==> src/logic/bumpy_pkg.sv <==
package bumpy_pkg;

	localparam int FIXED_POINT_SHIFT = 6; // 64 sub-pixels per pixel
	localparam int TILE_PIXELS = 64;
	localparam int BUMPY_PIXELS = 16;
	localparam int EDGE_MARGIN = 10; // sub-pixels
	localparam int BOARD_TILES = 8; // tiles per row and per column

	localparam int IDX_BITS = $clog2(BOARD_TILES); // bits of a row or column index
	localparam int TILE_SHIFT = $clog2(TILE_PIXELS) + FIXED_POINT_SHIFT;
	localparam int TILE_FIX = TILE_PIXELS << FIXED_POINT_SHIFT; // tile side in sub-pixels
	localparam int BUMPY_FIX = BUMPY_PIXELS << FIXED_POINT_SHIFT;

	typedef logic signed [10:0] coord_t; // screen pixel
	typedef logic signed [17:0] fixpos_t; // 1/64 pixel
	typedef logic signed [7:0] speed_t; // 1/64 pixel per frame
	typedef logic [5:0] tile_addr_t; // row * 8 + column

	typedef enum logic [1:0] {
		tile_floor,
		tile_wall,
		tile_hole
	} tile_kind_t;

	typedef enum logic [3:0] {
		s_reset,
		s_idle,
		s_left,
		s_right,
		s_down,
		s_up,
		s_die,
		s_bounce_left,
		s_bounce_right,
		s_bounce_top
	} move_state_t;

	// origin of the tile that holds bumpy's centre
	function automatic fixpos_t tile_origin(input fixpos_t p);
		fixpos_t centre;
		centre = p + fixpos_t'(BUMPY_FIX / 2);
		return centre & ~fixpos_t'(TILE_FIX - 1); // floor to a tile boundary
	endfunction

endpackage

==> src/logic/tile_map.sv <==
module tile_map import bumpy_pkg::*; (
	input logic clk,
	input logic we, // host load strobe
	input tile_addr_t waddr,
	input tile_kind_t wdata,
	input tile_addr_t raddr, // from the arbiter
	output tile_kind_t rdata
);

	tile_kind_t mem [BOARD_TILES * BOARD_TILES];

	always_ff @(posedge clk) begin
		if (we)
			mem[waddr] <= wdata;
		// registered read, a colliding write wins
		if (we && waddr == raddr)
			rdata <= wdata;
		else
			rdata <= mem[raddr];
	end

endmodule

==> src/logic/map_arbiter.sv <==
module map_arbiter import bumpy_pkg::*; (
	input logic clk,
	input logic resetN,
	input logic req_probe, // collision probe
	input logic req_video, // pixel lookup
	input tile_addr_t raddr_probe,
	input tile_addr_t raddr_video,
	output logic gnt_probe,
	output logic gnt_video,
	output tile_addr_t mem_raddr
);

	logic last_video; // video peer had the previous grant

	// on a tie the peer granted last steps back one cycle
	assign gnt_probe = req_probe && (!req_video || last_video);
	assign gnt_video = req_video && (!req_probe || !last_video);

	// idle cycles present the probe address, harmless
	assign mem_raddr = gnt_video ? raddr_video : raddr_probe;

	always_ff @(posedge clk or negedge resetN) begin
		if (!resetN) begin
			last_video <= 1'b1; // probe wins the first tie
		end else begin
			if (gnt_video)
				last_video <= 1'b1;
			else if (gnt_probe)
				last_video <= 1'b0;
		end
	end

endmodule

==> src/logic/tile_probe.sv <==
module tile_probe import bumpy_pkg::*; (
	input logic clk,
	input logic resetN,
	input logic start_of_frame,
	input fixpos_t pos_x,
	input fixpos_t pos_y,
	output logic req,
	output tile_addr_t raddr,
	input logic gnt,
	input tile_kind_t rdata,
	output logic probe_done,
	output logic wall_left,
	output logic wall_right,
	output logic wall_top,
	output logic on_hole
);

	typedef enum logic [2:0] {p_idle, p_latch, p_read, p_capture, p_done} probe_state_t;

	probe_state_t pstate;
	logic [1:0] step; // 0 current, 1 side, 2 top
	fixpos_t lat_x, lat_y; // position seen this frame
	fixpos_t org_x, org_y; // tile origin under bumpy's centre
	fixpos_t ofs_x, ofs_y; // top left inside that tile, may dip below 0
	logic [IDX_BITS-1:0] col, row;
	logic right_half; // side read goes to the right neighbour
	logic side_off, top_off; // neighbour is beyond the board
	logic side_wall;
	tile_kind_t kind_cur, kind_side, kind_top;

	assign org_x = tile_origin(lat_x);
	assign org_y = tile_origin(lat_y);
	assign ofs_x = lat_x - org_x;
	assign ofs_y = lat_y - org_y;
	assign col = org_x[TILE_SHIFT +: IDX_BITS];
	assign row = org_y[TILE_SHIFT +: IDX_BITS];
	assign right_half = ofs_x > (TILE_FIX - BUMPY_FIX) / 2;

	assign side_off = right_half ? (col == IDX_BITS'(BOARD_TILES - 1)) : (col == '0);
	assign top_off = (row == '0);

	always_comb begin
		case (step)
			2'd0: raddr = {row, col};
			2'd1: raddr = right_half ? {row, col + 1'b1} : {row, col - 1'b1};
			default: raddr = {row - 1'b1, col}; // wraps off board, overridden below
		endcase
	end

	assign req = (pstate == p_read); // held until the grant
	assign probe_done = (pstate == p_done);

	// flags settle with probe_done
	assign side_wall = side_off || kind_side == tile_wall;
	assign on_hole = (kind_cur == tile_hole);
	assign wall_left = !right_half && side_wall && ofs_x < EDGE_MARGIN;
	assign wall_right = right_half && side_wall && ofs_x > TILE_FIX - BUMPY_FIX - EDGE_MARGIN;
	assign wall_top = (top_off || kind_top == tile_wall) && ofs_y < EDGE_MARGIN;

	always_ff @(posedge clk or negedge resetN) begin
		if (!resetN) begin
			pstate <= p_idle;
			step <= '0;
		end else begin
			case (pstate)
				p_idle: if (start_of_frame) pstate <= p_latch;
				p_latch: begin // position has just integrated
					step <= '0;
					pstate <= p_read;
				end
				p_read: if (gnt) pstate <= p_capture;
				p_capture: begin // rdata belongs to the last grant
					if (step == 2'd2) begin
						pstate <= p_done;
					end else begin
						step <= step + 1'b1;
						pstate <= p_read;
					end
				end
				p_done: pstate <= p_idle;
				default: pstate <= p_idle;
			endcase
		end
	end

	always_ff @(posedge clk) begin
		if (pstate == p_latch) begin
			lat_x <= pos_x;
			lat_y <= pos_y;
		end
		if (pstate == p_capture) begin
			case (step)
				2'd0: kind_cur <= rdata;
				2'd1: kind_side <= rdata;
				default: kind_top <= rdata;
			endcase
		end
	end

endmodule

==> src/logic/pixel_tile_fetch.sv <==
module pixel_tile_fetch import bumpy_pkg::*; (
	input logic clk,
	input logic resetN,
	input coord_t pixel_x,
	input coord_t pixel_y,
	output logic req,
	output tile_addr_t raddr,
	input logic gnt,
	input tile_kind_t rdata,
	output tile_kind_t pixel_tile,
	output logic pixel_tile_valid
);

	localparam int PIX_SHIFT = $clog2(TILE_PIXELS);
	localparam int BOARD_PIXELS = BOARD_TILES * TILE_PIXELS;

	logic in_board;
	tile_addr_t pix_addr; // tile under the current pixel
	logic have_last; // a lookup was made since reset
	logic last_in;
	tile_addr_t last_addr;
	logic wait_data; // cycle after our grant
	logic valid_q;
	tile_kind_t tile_q;
	logic busy;
	logic changed;

	assign in_board = pixel_x >= 0 && pixel_x < BOARD_PIXELS
		&& pixel_y >= 0 && pixel_y < BOARD_PIXELS;
	assign pix_addr = {pixel_y[PIX_SHIFT +: IDX_BITS], pixel_x[PIX_SHIFT +: IDX_BITS]};
	assign changed = !have_last || in_board != last_in || (in_board && pix_addr != last_addr);
	assign busy = req || wait_data; // new tiles wait, raddr must stay put
	assign raddr = last_addr;

	// fresh data shows in the cycle after the grant
	assign pixel_tile = wait_data ? rdata : tile_q;
	assign pixel_tile_valid = wait_data || valid_q;

	always_ff @(posedge clk or negedge resetN) begin
		if (!resetN) begin
			req <= 1'b0;
			wait_data <= 1'b0;
			valid_q <= 1'b0;
			have_last <= 1'b0;
			last_in <= 1'b0;
			last_addr <= '0;
		end else begin
			wait_data <= req && gnt;
			if (req && gnt)
				req <= 1'b0;
			if (wait_data)
				valid_q <= 1'b1;
			if (changed && !busy) begin
				have_last <= 1'b1;
				last_in <= in_board;
				last_addr <= pix_addr;
				req <= in_board; // off board needs no read
				valid_q <= !in_board;
			end
		end
	end

	always_ff @(posedge clk) begin
		if (wait_data)
			tile_q <= rdata;
		else if (changed && !busy && !in_board)
			tile_q <= tile_wall; // outside the board reads as wall
	end

endmodule

==> src/logic/bumpy_control.sv <==
module bumpy_control import bumpy_pkg::*; (
	input logic clk,
	input logic resetN,
	input logic key_left,
	input logic key_right,
	input logic key_up,
	input logic key_down,
	input logic probe_done,
	input logic wall_left,
	input logic wall_right,
	input logic wall_top,
	input logic on_hole,
	output move_state_t state,
	output logic dead
);

	move_state_t key_state; // motion the keys ask for
	move_state_t next_state;

	always_comb begin
		if (key_left)
			key_state = s_left;
		else if (key_right)
			key_state = s_right;
		else if (key_up)
			key_state = s_up;
		else if (key_down)
			key_state = s_down;
		else
			key_state = s_idle;
	end

	// hole beats wall, wall beats keys
	always_comb begin
		next_state = key_state;
		if (on_hole)
			next_state = s_die;
		else if (key_state == s_left && wall_left)
			next_state = s_bounce_left;
		else if (key_state == s_right && wall_right)
			next_state = s_bounce_right;
		else if (key_state == s_up && wall_top)
			next_state = s_bounce_top;
	end

	always_ff @(posedge clk or negedge resetN) begin
		if (!resetN) begin
			state <= s_reset;
		end else begin
			if (state == s_reset)
				state <= s_idle;
			else if (state != s_die && probe_done) // die holds until reset
				state <= next_state;
		end
	end

	assign dead = (state == s_die);

endmodule

==> src/logic/bumpy_move.sv <==
module bumpy_move import bumpy_pkg::*; #(
	parameter int SPEED = 20, // sub-pixels per frame
	parameter int START_COL = 3,
	parameter int START_ROW = 3
) (
	input logic clk,
	input logic resetN,
	input logic start_of_frame,
	input move_state_t state,
	output fixpos_t pos_x,
	output fixpos_t pos_y,
	output coord_t offset_topleft_x,
	output coord_t offset_topleft_y
);

	// start centred in the chosen tile
	localparam int CENTRE_OFS = (TILE_FIX - BUMPY_FIX) / 2;
	localparam fixpos_t START_X = fixpos_t'(START_COL * TILE_FIX + CENTRE_OFS);
	localparam fixpos_t START_Y = fixpos_t'(START_ROW * TILE_FIX + CENTRE_OFS);
	localparam speed_t SPEED_P = speed_t'(SPEED);
	localparam speed_t SPEED_N = speed_t'(-SPEED);
	localparam int LOW_LIMIT = EDGE_MARGIN; // bob turns down here
	localparam int HIGH_LIMIT = TILE_FIX - BUMPY_FIX - EDGE_MARGIN; // and up here

	speed_t speed_x, speed_y;
	fixpos_t ofs_y; // height inside the current tile

	assign ofs_y = pos_y - tile_origin(pos_y);

	// y speed
	always_ff @(posedge clk or negedge resetN) begin
		if (!resetN) begin
			speed_y <= '0;
		end else begin
			case (state)
				s_reset, s_die: speed_y <= '0;
				s_idle, s_left, s_right, s_bounce_left, s_bounce_right: begin
					if (speed_y == 0)
						speed_y <= SPEED_P; // start bobbing downwards
					if (ofs_y > HIGH_LIMIT && speed_y >= 0)
						speed_y <= SPEED_N;
					if (ofs_y < LOW_LIMIT && speed_y <= 0)
						speed_y <= SPEED_P;
				end
				s_down: speed_y <= SPEED_P;
				s_up: speed_y <= SPEED_N;
				s_bounce_top: speed_y <= SPEED_P; // away from the wall above
				default: speed_y <= '0;
			endcase
		end
	end

	// x speed
	always_ff @(posedge clk or negedge resetN) begin
		if (!resetN) begin
			speed_x <= '0;
		end else begin
			case (state)
				s_left: speed_x <= SPEED_N;
				s_right: speed_x <= SPEED_P;
				s_bounce_left: speed_x <= SPEED_P; // reversed, pushes off the left wall
				s_bounce_right: speed_x <= SPEED_N;
				default: speed_x <= '0; // reset, idle, up, down, top bounce, die
			endcase
		end
	end

	// integrate once per frame
	always_ff @(posedge clk or negedge resetN) begin
		if (!resetN) begin
			pos_x <= START_X;
			pos_y <= START_Y;
		end else if (start_of_frame) begin
			pos_x <= pos_x + speed_x;
			pos_y <= pos_y + speed_y;
		end
	end

	// drop the sub-pixel bits
	assign offset_topleft_x = coord_t'(pos_x >>> FIXED_POINT_SHIFT);
	assign offset_topleft_y = coord_t'(pos_y >>> FIXED_POINT_SHIFT);

endmodule

==> src/logic/bumpy_top.sv <==
module bumpy_top import bumpy_pkg::*; #(
	parameter int SPEED = 20,
	parameter int START_COL = 3,
	parameter int START_ROW = 3
) (
	input logic clk,
	input logic resetN,
	input logic start_of_frame, // one cycle per frame
	input logic key_left,
	input logic key_right,
	input logic key_up,
	input logic key_down,
	input logic map_we,
	input tile_addr_t map_waddr,
	input tile_kind_t map_wdata,
	input coord_t pixel_x,
	input coord_t pixel_y,
	output coord_t offset_topleft_x,
	output coord_t offset_topleft_y,
	output tile_kind_t pixel_tile,
	output logic pixel_tile_valid,
	output logic dead
);

	logic req_probe, req_video;
	logic gnt_probe, gnt_video;
	tile_addr_t raddr_probe, raddr_video, mem_raddr;
	tile_kind_t rdata; // shared by both peers
	logic probe_done, wall_left, wall_right, wall_top, on_hole;
	move_state_t state;
	fixpos_t pos_x, pos_y;

	tile_map u_map (
		.clk(clk),
		.we(map_we),
		.waddr(map_waddr),
		.wdata(map_wdata),
		.raddr(mem_raddr),
		.rdata(rdata)
	);

	map_arbiter u_arb (
		.clk(clk),
		.resetN(resetN),
		.req_probe(req_probe),
		.req_video(req_video),
		.raddr_probe(raddr_probe),
		.raddr_video(raddr_video),
		.gnt_probe(gnt_probe),
		.gnt_video(gnt_video),
		.mem_raddr(mem_raddr)
	);

	tile_probe u_probe (
		.clk(clk),
		.resetN(resetN),
		.start_of_frame(start_of_frame),
		.pos_x(pos_x),
		.pos_y(pos_y),
		.req(req_probe),
		.raddr(raddr_probe),
		.gnt(gnt_probe),
		.rdata(rdata),
		.probe_done(probe_done),
		.wall_left(wall_left),
		.wall_right(wall_right),
		.wall_top(wall_top),
		.on_hole(on_hole)
	);

	pixel_tile_fetch u_fetch (
		.clk(clk),
		.resetN(resetN),
		.pixel_x(pixel_x),
		.pixel_y(pixel_y),
		.req(req_video),
		.raddr(raddr_video),
		.gnt(gnt_video),
		.rdata(rdata),
		.pixel_tile(pixel_tile),
		.pixel_tile_valid(pixel_tile_valid)
	);

	bumpy_control u_ctrl (
		.clk(clk),
		.resetN(resetN),
		.key_left(key_left),
		.key_right(key_right),
		.key_up(key_up),
		.key_down(key_down),
		.probe_done(probe_done),
		.wall_left(wall_left),
		.wall_right(wall_right),
		.wall_top(wall_top),
		.on_hole(on_hole),
		.state(state),
		.dead(dead)
	);

	bumpy_move #(
		.SPEED(SPEED),
		.START_COL(START_COL),
		.START_ROW(START_ROW)
	) u_move (
		.clk(clk),
		.resetN(resetN),
		.start_of_frame(start_of_frame),
		.state(state),
		.pos_x(pos_x),
		.pos_y(pos_y),
		.offset_topleft_x(offset_topleft_x),
		.offset_topleft_y(offset_topleft_y)
	);

endmodule

==> config.mk <==
export PLATFORM = sky130hd
export DESIGN_NAME = bumpy_top
export DESIGN_NICKNAME = d
export VERILOG_FILES = /design/src/logic/bumpy_pkg.sv /design/src/logic/tile_map.sv /design/src/logic/map_arbiter.sv /design/src/logic/tile_probe.sv /design/src/logic/pixel_tile_fetch.sv /design/src/logic/bumpy_control.sv /design/src/logic/bumpy_move.sv /design/src/logic/bumpy_top.sv
export SDC_FILE = /design/constraint.sdc
export NUM_CORES = 1
export LEC_CHECK = 0
export ABC_AREA = 1
export BUFFER_PORTS_ARGS = -buffer_cell sky130_fd_sc_hd__buf_4
export CORE_ASPECT_RATIO = 0.75
export CORE_UTILIZATION = 67
export DETAILED_ROUTE_END_ITERATION = 7
export PLACE_DENSITY_LB_ADDON = 0.08
export SYNTH_ARGS = -nofsm -noshare
export SYNTH_HDL_FRONTEND = slang
export SYNTH_HIERARCHICAL = 1
export SYNTH_SLANG_ARGS = --single-unit
==> constraint.sdc <==
create_clock -name clk -period 6.95 [get_ports clk]
set_clock_uncertainty 0.2 [all_clocks]
set_input_delay 0.695 -clock clk [delete_from_list [all_inputs] [get_ports clk]]
set_output_delay 0.695 -clock clk [all_outputs]
set_load 0.1 [all_outputs]
==> flow_metrics.tcl, run 1 <==
set metrics [dict create \
    core-area_mm2 0.0185 \
    ir_drop_mv 0.385 \
    multiInputGateArea_mm2 0.00517 \
    setup_tns_ps 0 \
    power_mw 5.34 \
    initial_utilization_pct 68.4 \
    clock_path_buffers 3 \
    crit_path_end_kind "output pin" \
    drc 0 \
    dieWidth_um 160 \
    yosys_warnings 6 \
    die_area_mm2 0.0194 \
    cap_violations 0 \
    place_congestion 0.920 \
    syn_avg_cell_area_um2 9.07 \
    setup_viol 0 \
    cp.required_ps 6050 \
    tritoncts "built" \
    cts_buffers 24 \
    hpwlAfterDp_um 18200 \
    p_comb_share_pct 40.3 \
    preCtsSetupSlack_ps 3130 \
    swShare_pct 42.7 \
    row_count 43 \
    grt_pass1_vias 9010 \
    cp.arrival_ps 3540 \
    die_h_um 121 \
    hold_viol 0 \
    syn_area_mm2 0.0126 \
    via_per_inst 5.79 \
    post_cts.repair.setup_buffers 0 \
    switching_power_mw 2.28 \
    fin_crit_sh_pct 63.9 \
    p_leak_nw 5.99 \
    wire_per_inst_um 16.3 \
    p_int_mw 3.06 \
    cts.sinks 230 \
    antenna_found_initial 0 \
    ff_latch_area_mm2 0.00657 \
    synthCells 1391 \
    finalCriticalPeriod_ps 4440 \
    cts_resized 0 \
    grt_util_all_layers_pct 28.9 \
    io_buffers 51 \
    grt_first_pass_wirelength_um 44200 \
    fin_util_pct 74.1 \
    clkTransAtPathRegs_ps 60 \
    fmax_mhz 225 \
    num_io_pins 64 \
    rsz0062_at_grt "false" \
    worst_slack_ps 2510 \
    grt_overflow_total 0 \
    syn2layout_area_growth_pct 8.43 \
    path_max_fanout 65 \
    status "finished, final reports clean" \
    postRouteAntennaNets 0 \
    dr.pass1.iters 6 \
    min-delay-path-class "in2async" \
    ctsHtreeMaxLevel 1 \
    startpoint_type "flop" \
    tightest_slew_ps 1210 \
    holdBufCountCts 0 \
    slew_viol_final 0 \
    drive_above_1_share_pct 12.3 \
    fillers 1393 \
    critPathKind "reg2out" \
    cts-root-buf "clkbuf_16" \
    p_seq_share_pct 37.0 \
    reg2reg_from "u_probe/lat_x[10]$_DFFE_PP_" \
    slew_headroom_pct 18.9 \
    power_density_mw_per_mm2 391 \
    antenna_cells 0 \
    clock_latency_ps 510 \
    clkPwrFrac_pct 22.8 \
    routed_wl_um 27400 \
    grt_max_degree 66 \
    finish.net_count 1501 \
    drt_iter0_drc 869 \
    num_vias 9709 \
]
-- per-stage QoR --
stage,cells,cell area (µm²),hold slack (ps)
after floorplan,1393,12600,199
after global placement,1634,12900,276
after detailed placement,1634,12900,288
after CTS,1677,13700,77.6
after global routing,1677,13700,99.4
final,1677,13700,39.8
-- routing by layer --
| layer | wire length, µm | share of wire [%] | global-route usage, % | vias up |
|---|---|---|---|---|
| met5 | 0 | 0 | 0 | - |
| met4 | 510 | 1.9 | 7.20 | 0 |
| met3 | 2170 | 7.9 | 4.80 | 43 |
| met2 | 11800 | 43 | 43.0 | 351 |
| met1 | 12900 | 47 | 44.1 | 4602 |
| li1 | - | - | - | 4713 |
-- path summary, 6_finish.rpt --
path,end,slack (ps),depth (start not counted)
min in group clk,u_fetch/raddr[5]$_DFFE_PN0P_,250,3
worst min-delay path,u_fetch/raddr[1]$_DFFE_PN0P_,40,1
worst max register to register,flop,3660,17
worst min register to register,u_probe/lat_x[5]$_DFFE_PP_,300,0
worst max-delay path,pixel_tile[1],2510,13
max in group asynchronous,u_move/pos_x[11]$_DFFE_PN0P_,5970,1
-- sequential cells by signal, indices dropped and copies added (netlist names), 3 cells and up, named ones only --
register	count
u_ctrl/state	4
u_probe/lat_x	16
u_move/pos_x	15
u_move/speed_x	3
u_move/pos_y	15
u_move/speed_y	3
u_probe/pstate	3
u_probe/lat_y	15
u_fetch/raddr	6
u_map/mem	128
-- worst max-delay path, stage by stage, from the launching register on --
cell     delay (ps)
dfxtp_2         310
buf_4           310
inv_2           870
nand2_1         130
nand3_1         140
nand3_1          90
nand2_1         160
nand2_1          80
nand3_1          90
nand3_1          90
nand2_1         200
nand2_1         140
nand2_1          90
buf_4           280
-- cell type report --
type,instances,area share (%)
flip-flops and latches,230,48.1
multi-input cells,976,37.8
clock buffers,31,4.74
inverters,127,3.49
repair buffers,54,2.96
well taps,247,2.26
clock inverters,12,0.723
-- placed cells by master (no fill, tap or decap), types with 4 or more instances in the layout --
cell and count:
nand3b_1 9, nor2_4 5, o21ai_1 7, nor2_1 106
buf_4 54, xnor2_1 10, inv_2 6, nand2_4 6
a31oi_1 7, inv_1 120, nor2_2 6, nand4_1 20
nor4_1 13, clkinv_2 7, dfstp_2 9, edfxtp_1 167
dfxtp_1 5, clkbuf_16 25, o21ai_2 4, xor2_1 12
nor3_1 10, clkbuf_1 6, nand3_2 6, nand2_2 27
o21ai_0 42, nand2_1 379, nand3_1 178, ha_1 47
a21oi_1 40, dfrtp_1 48
-- power by group through the flow --
stage,clock [mW],combinational [mW],sequential [mW]
floorplan,0,1.50,2.19
global placement,0,2.05,1.99
detailed placement,0,2.11,2.00
CTS,1.23,2.13,1.97
global route,1.29,2.38,2.01
finish,1.22,2.15,1.98
Power figures use the tool's default switching activity.
==> run 2, diff against run 1 <==
--- a/config.mk
+++ b/config.mk
@@ -5,10 +5,10 @@
 export SDC_FILE = /design/constraint.sdc
 export NUM_CORES = 1
 export LEC_CHECK = 0
-export ABC_AREA = 1
+export ABC_AREA = 0
 export BUFFER_PORTS_ARGS = -buffer_cell sky130_fd_sc_hd__buf_4
 export CORE_ASPECT_RATIO = 0.75
-export CORE_UTILIZATION = 67
+export CORE_UTILIZATION = 62
 export DETAILED_ROUTE_END_ITERATION = 7
 export PLACE_DENSITY_LB_ADDON = 0.08
 export SYNTH_ARGS = -nofsm -noshare
==> constraint.sdc (replaced) <==
create_clock -name clk -period 4.2 [get_ports clk]
set_clock_uncertainty 0.2 [all_clocks]
set_input_delay 0.42 -clock clk [delete_from_list [all_inputs] [get_ports clk]]
set_output_delay 0.42 -clock clk [all_outputs]
set_load 0.1 [all_outputs]
==> flow_metrics.tcl, run 2 <==
set metrics [dict create \
    status "finished, final reports clean" \
    cap_violations 0 \
    die_h_um 123 \
    syn_area_mm2 0.0121 \
    postRouteAntennaNets 0 \
    reg2reg_depth 18 \
    ir_drop_mv 0.612 \
    wl_met3_um 1810 \
    tritoncts "built" \
    p_leak_nw 5.13 \
    reg2reg_from "u_probe/lat_x[11]$_DFFE_PP_" \
    reg_top3 "u_map/mem: 128 flops, u_probe/lat_x: 16 flops" \
    antenna_found_initial 0 \
    clock_path_buffers 3 \
    drive_above_1_share_pct 21.1 \
    num_vias 7877 \
    core-area_mm2 0.0188 \
    cp.required_ps 4390 \
    fmax_mhz 241 \
    cp.arrival_ps 4330 \
    finalCriticalPeriod_ps 4140 \
    maxUsedRoutingLayer "met4" \
    via_per_inst 6.14 \
    p_int_mw 5.47 \
    largest-register "u_map/mem" \
    antenna_cells 0 \
    die_area_mm2 0.0201 \
    min-delay-path-class "in2reg" \
    cts.sinks 230 \
    hold_depth 3 \
    p_comb_share_pct 39.6 \
    r2r_slack_ps 60 \
    dr.pass1.iters 5 \
    clkTransAtPathRegs_ps 60 \
    grt_first_pass_wirelength_um 38800 \
    rsz0062_at_grt "true" \
    place_congestion 0.828 \
    clock_latency_ps 500 \
    drc 0 \
    min_from "pixel_y[9]" \
    p_seq_share_pct 38.2 \
    critPathKind "reg2reg" \
    layout_common_cells "167 x edfxtp_1, 112 x nor2_1, 73 x buf_4, 48 x dfrtp_1" \
    initial_utilization_pct 64.4 \
    wl_met2_um 10900 \
    path_max_fanout 3 \
    ctsHtreeMaxLevel 1 \
    grt_pass1_vias 7434 \
    setup_viol 0 \
    power_mw 8.79 \
    yosys_warnings 6 \
    crit_path_end_kind "flop" \
    dieWidth_um 163 \
    grt_overflow_total 0 \
    largest_register_ffs 128 \
    swShare_pct 37.8 \
    row_count 43 \
    fin_crit_sh_pct 98.6 \
    hold_viol 0 \
    drt_iter0_drc 601 \
    switching_power_mw 3.32 \
    wire_per_inst_um 19.2 \
    routed_wl_um 24600 \
    tightest_slew_ps 813 \
    power_density_mw_per_mm2 651 \
    worstHoldEndpoint "u_fetch/valid_q$_DFFE_PN0P_" \
    slew_viol_final 0 \
    syn2layout_area_growth_pct 11.7 \
    cts_buffers 23 \
    finish.net_count 1109 \
    final_common_cell "edfxtp_1" \
    startpoint_type "flop" \
    grt_util_all_layers_pct 25.1 \
    fin_cells 1282 \
    clkPwrFrac_pct 22.2 \
    wl_met1_um 11500 \
    fillers 1334 \
    cts-root-buf "clkbuf_16" \
    grt_max_degree 65 \
    slew_headroom_pct 45.7 \
    syn_avg_cell_area_um2 12.5 \
    hpwlAfterDp_um 16800 \
    io_buffers 51 \
    synthCells 964 \
    dp_cells 1230 \
    num_io_pins 64 \
]
run 2: worst max-delay path by stage:
stage / depth (start not counted) / start / endpoint
final: 18 / u_probe/lat_x[11]$_DFFE_PP_ / flop
after global routing: 18 / u_probe/lat_x[11]$_DFFE_PP_ / flop
after CTS: 18 / u_probe/lat_x[9]$_DFFE_PP_ / flop
after detailed placement: 18 / u_probe/lat_x[10]$_DFFE_PP_ / flop
after global placement: 18 / u_probe/lat_x[9]$_DFFE_PP_ / flop
after floorplan: 18 / u_probe/lat_x[10]$_DFFE_PP_ / flop
run 2: stage by stage:
step / setup slack [ps] / hold slack, ps / setup TNS (ps) / utilization, % / area, µm²
finish: 57.6 / 78.8 / 0 / 71.9 / 13500
global route: -97.5 / 96.0 / -97.5 / 71.9 / 13500
CTS: 6.93 / 70.0 / 0 / 71.6 / 13400
global placement: 32.2 / 267 / 0 / 67.2 / 12600
floorplan: 22.5 / -75.6 / 0 / - / 12100
detailed placement: -69.7 / 279 / -69.7 / 67.2 / 12600
run 2: metal layers:
layer | vias to the layer above | track usage, %
li1 | 3733 | -
met1 | 3874 | 38.3
met2 | 242 | 38.1
met3 | 28 | 4.66
met4 | 0 | 4.32
met5 | - | 0
run 2: layout make-up:
class	count	area [µm²]	share of cell area [%]
clock buffers	25	583	4.32
clock inverters	14	124	0.917
inverters	39	149	1.10
multi-input cells	646	5130	38.0
flip-flops and latches	230	6570	48.7
well taps	247	309	2.29
repair buffers	81	638	4.72
run 2: timing repair:
action,CTS,global route
gates cloned,0,0
setup buffers,2,4
gates resized for setup,3,11
hold buffers,7,0
setup endpoints to repair,1,1
pin swaps,4,10
endpoints found under the hold margin,54,0
run 2: power by group through the flow:
stage                     clock network, mW  registers (mW)  logic, mW
after detailed placement                  0            3.40       3.41
after global routing                   2.07            3.42       3.77
final                                  1.95            3.35       3.48
after CTS                              1.99            3.35       3.45
after floorplan                           0            3.63       2.41
after global placement                    0            3.38       3.35
run 2: critical path: stages, from the launching register on:
cell and delay [ps]:
edfxtp_1 430, nand4_4 140, inv_4 40, and2_4 150
ha_4 290, xor2_4 170, nor3_2 80, or4_1 500
a211o_1 330, nor2_2 100, a21o_1 160, fa_2 220
nand2b_4 130, nor3_2 40, o21ai_1 80, mux2i_1 90
a311oi_1 240, mux2_1 360, mux2_4 280
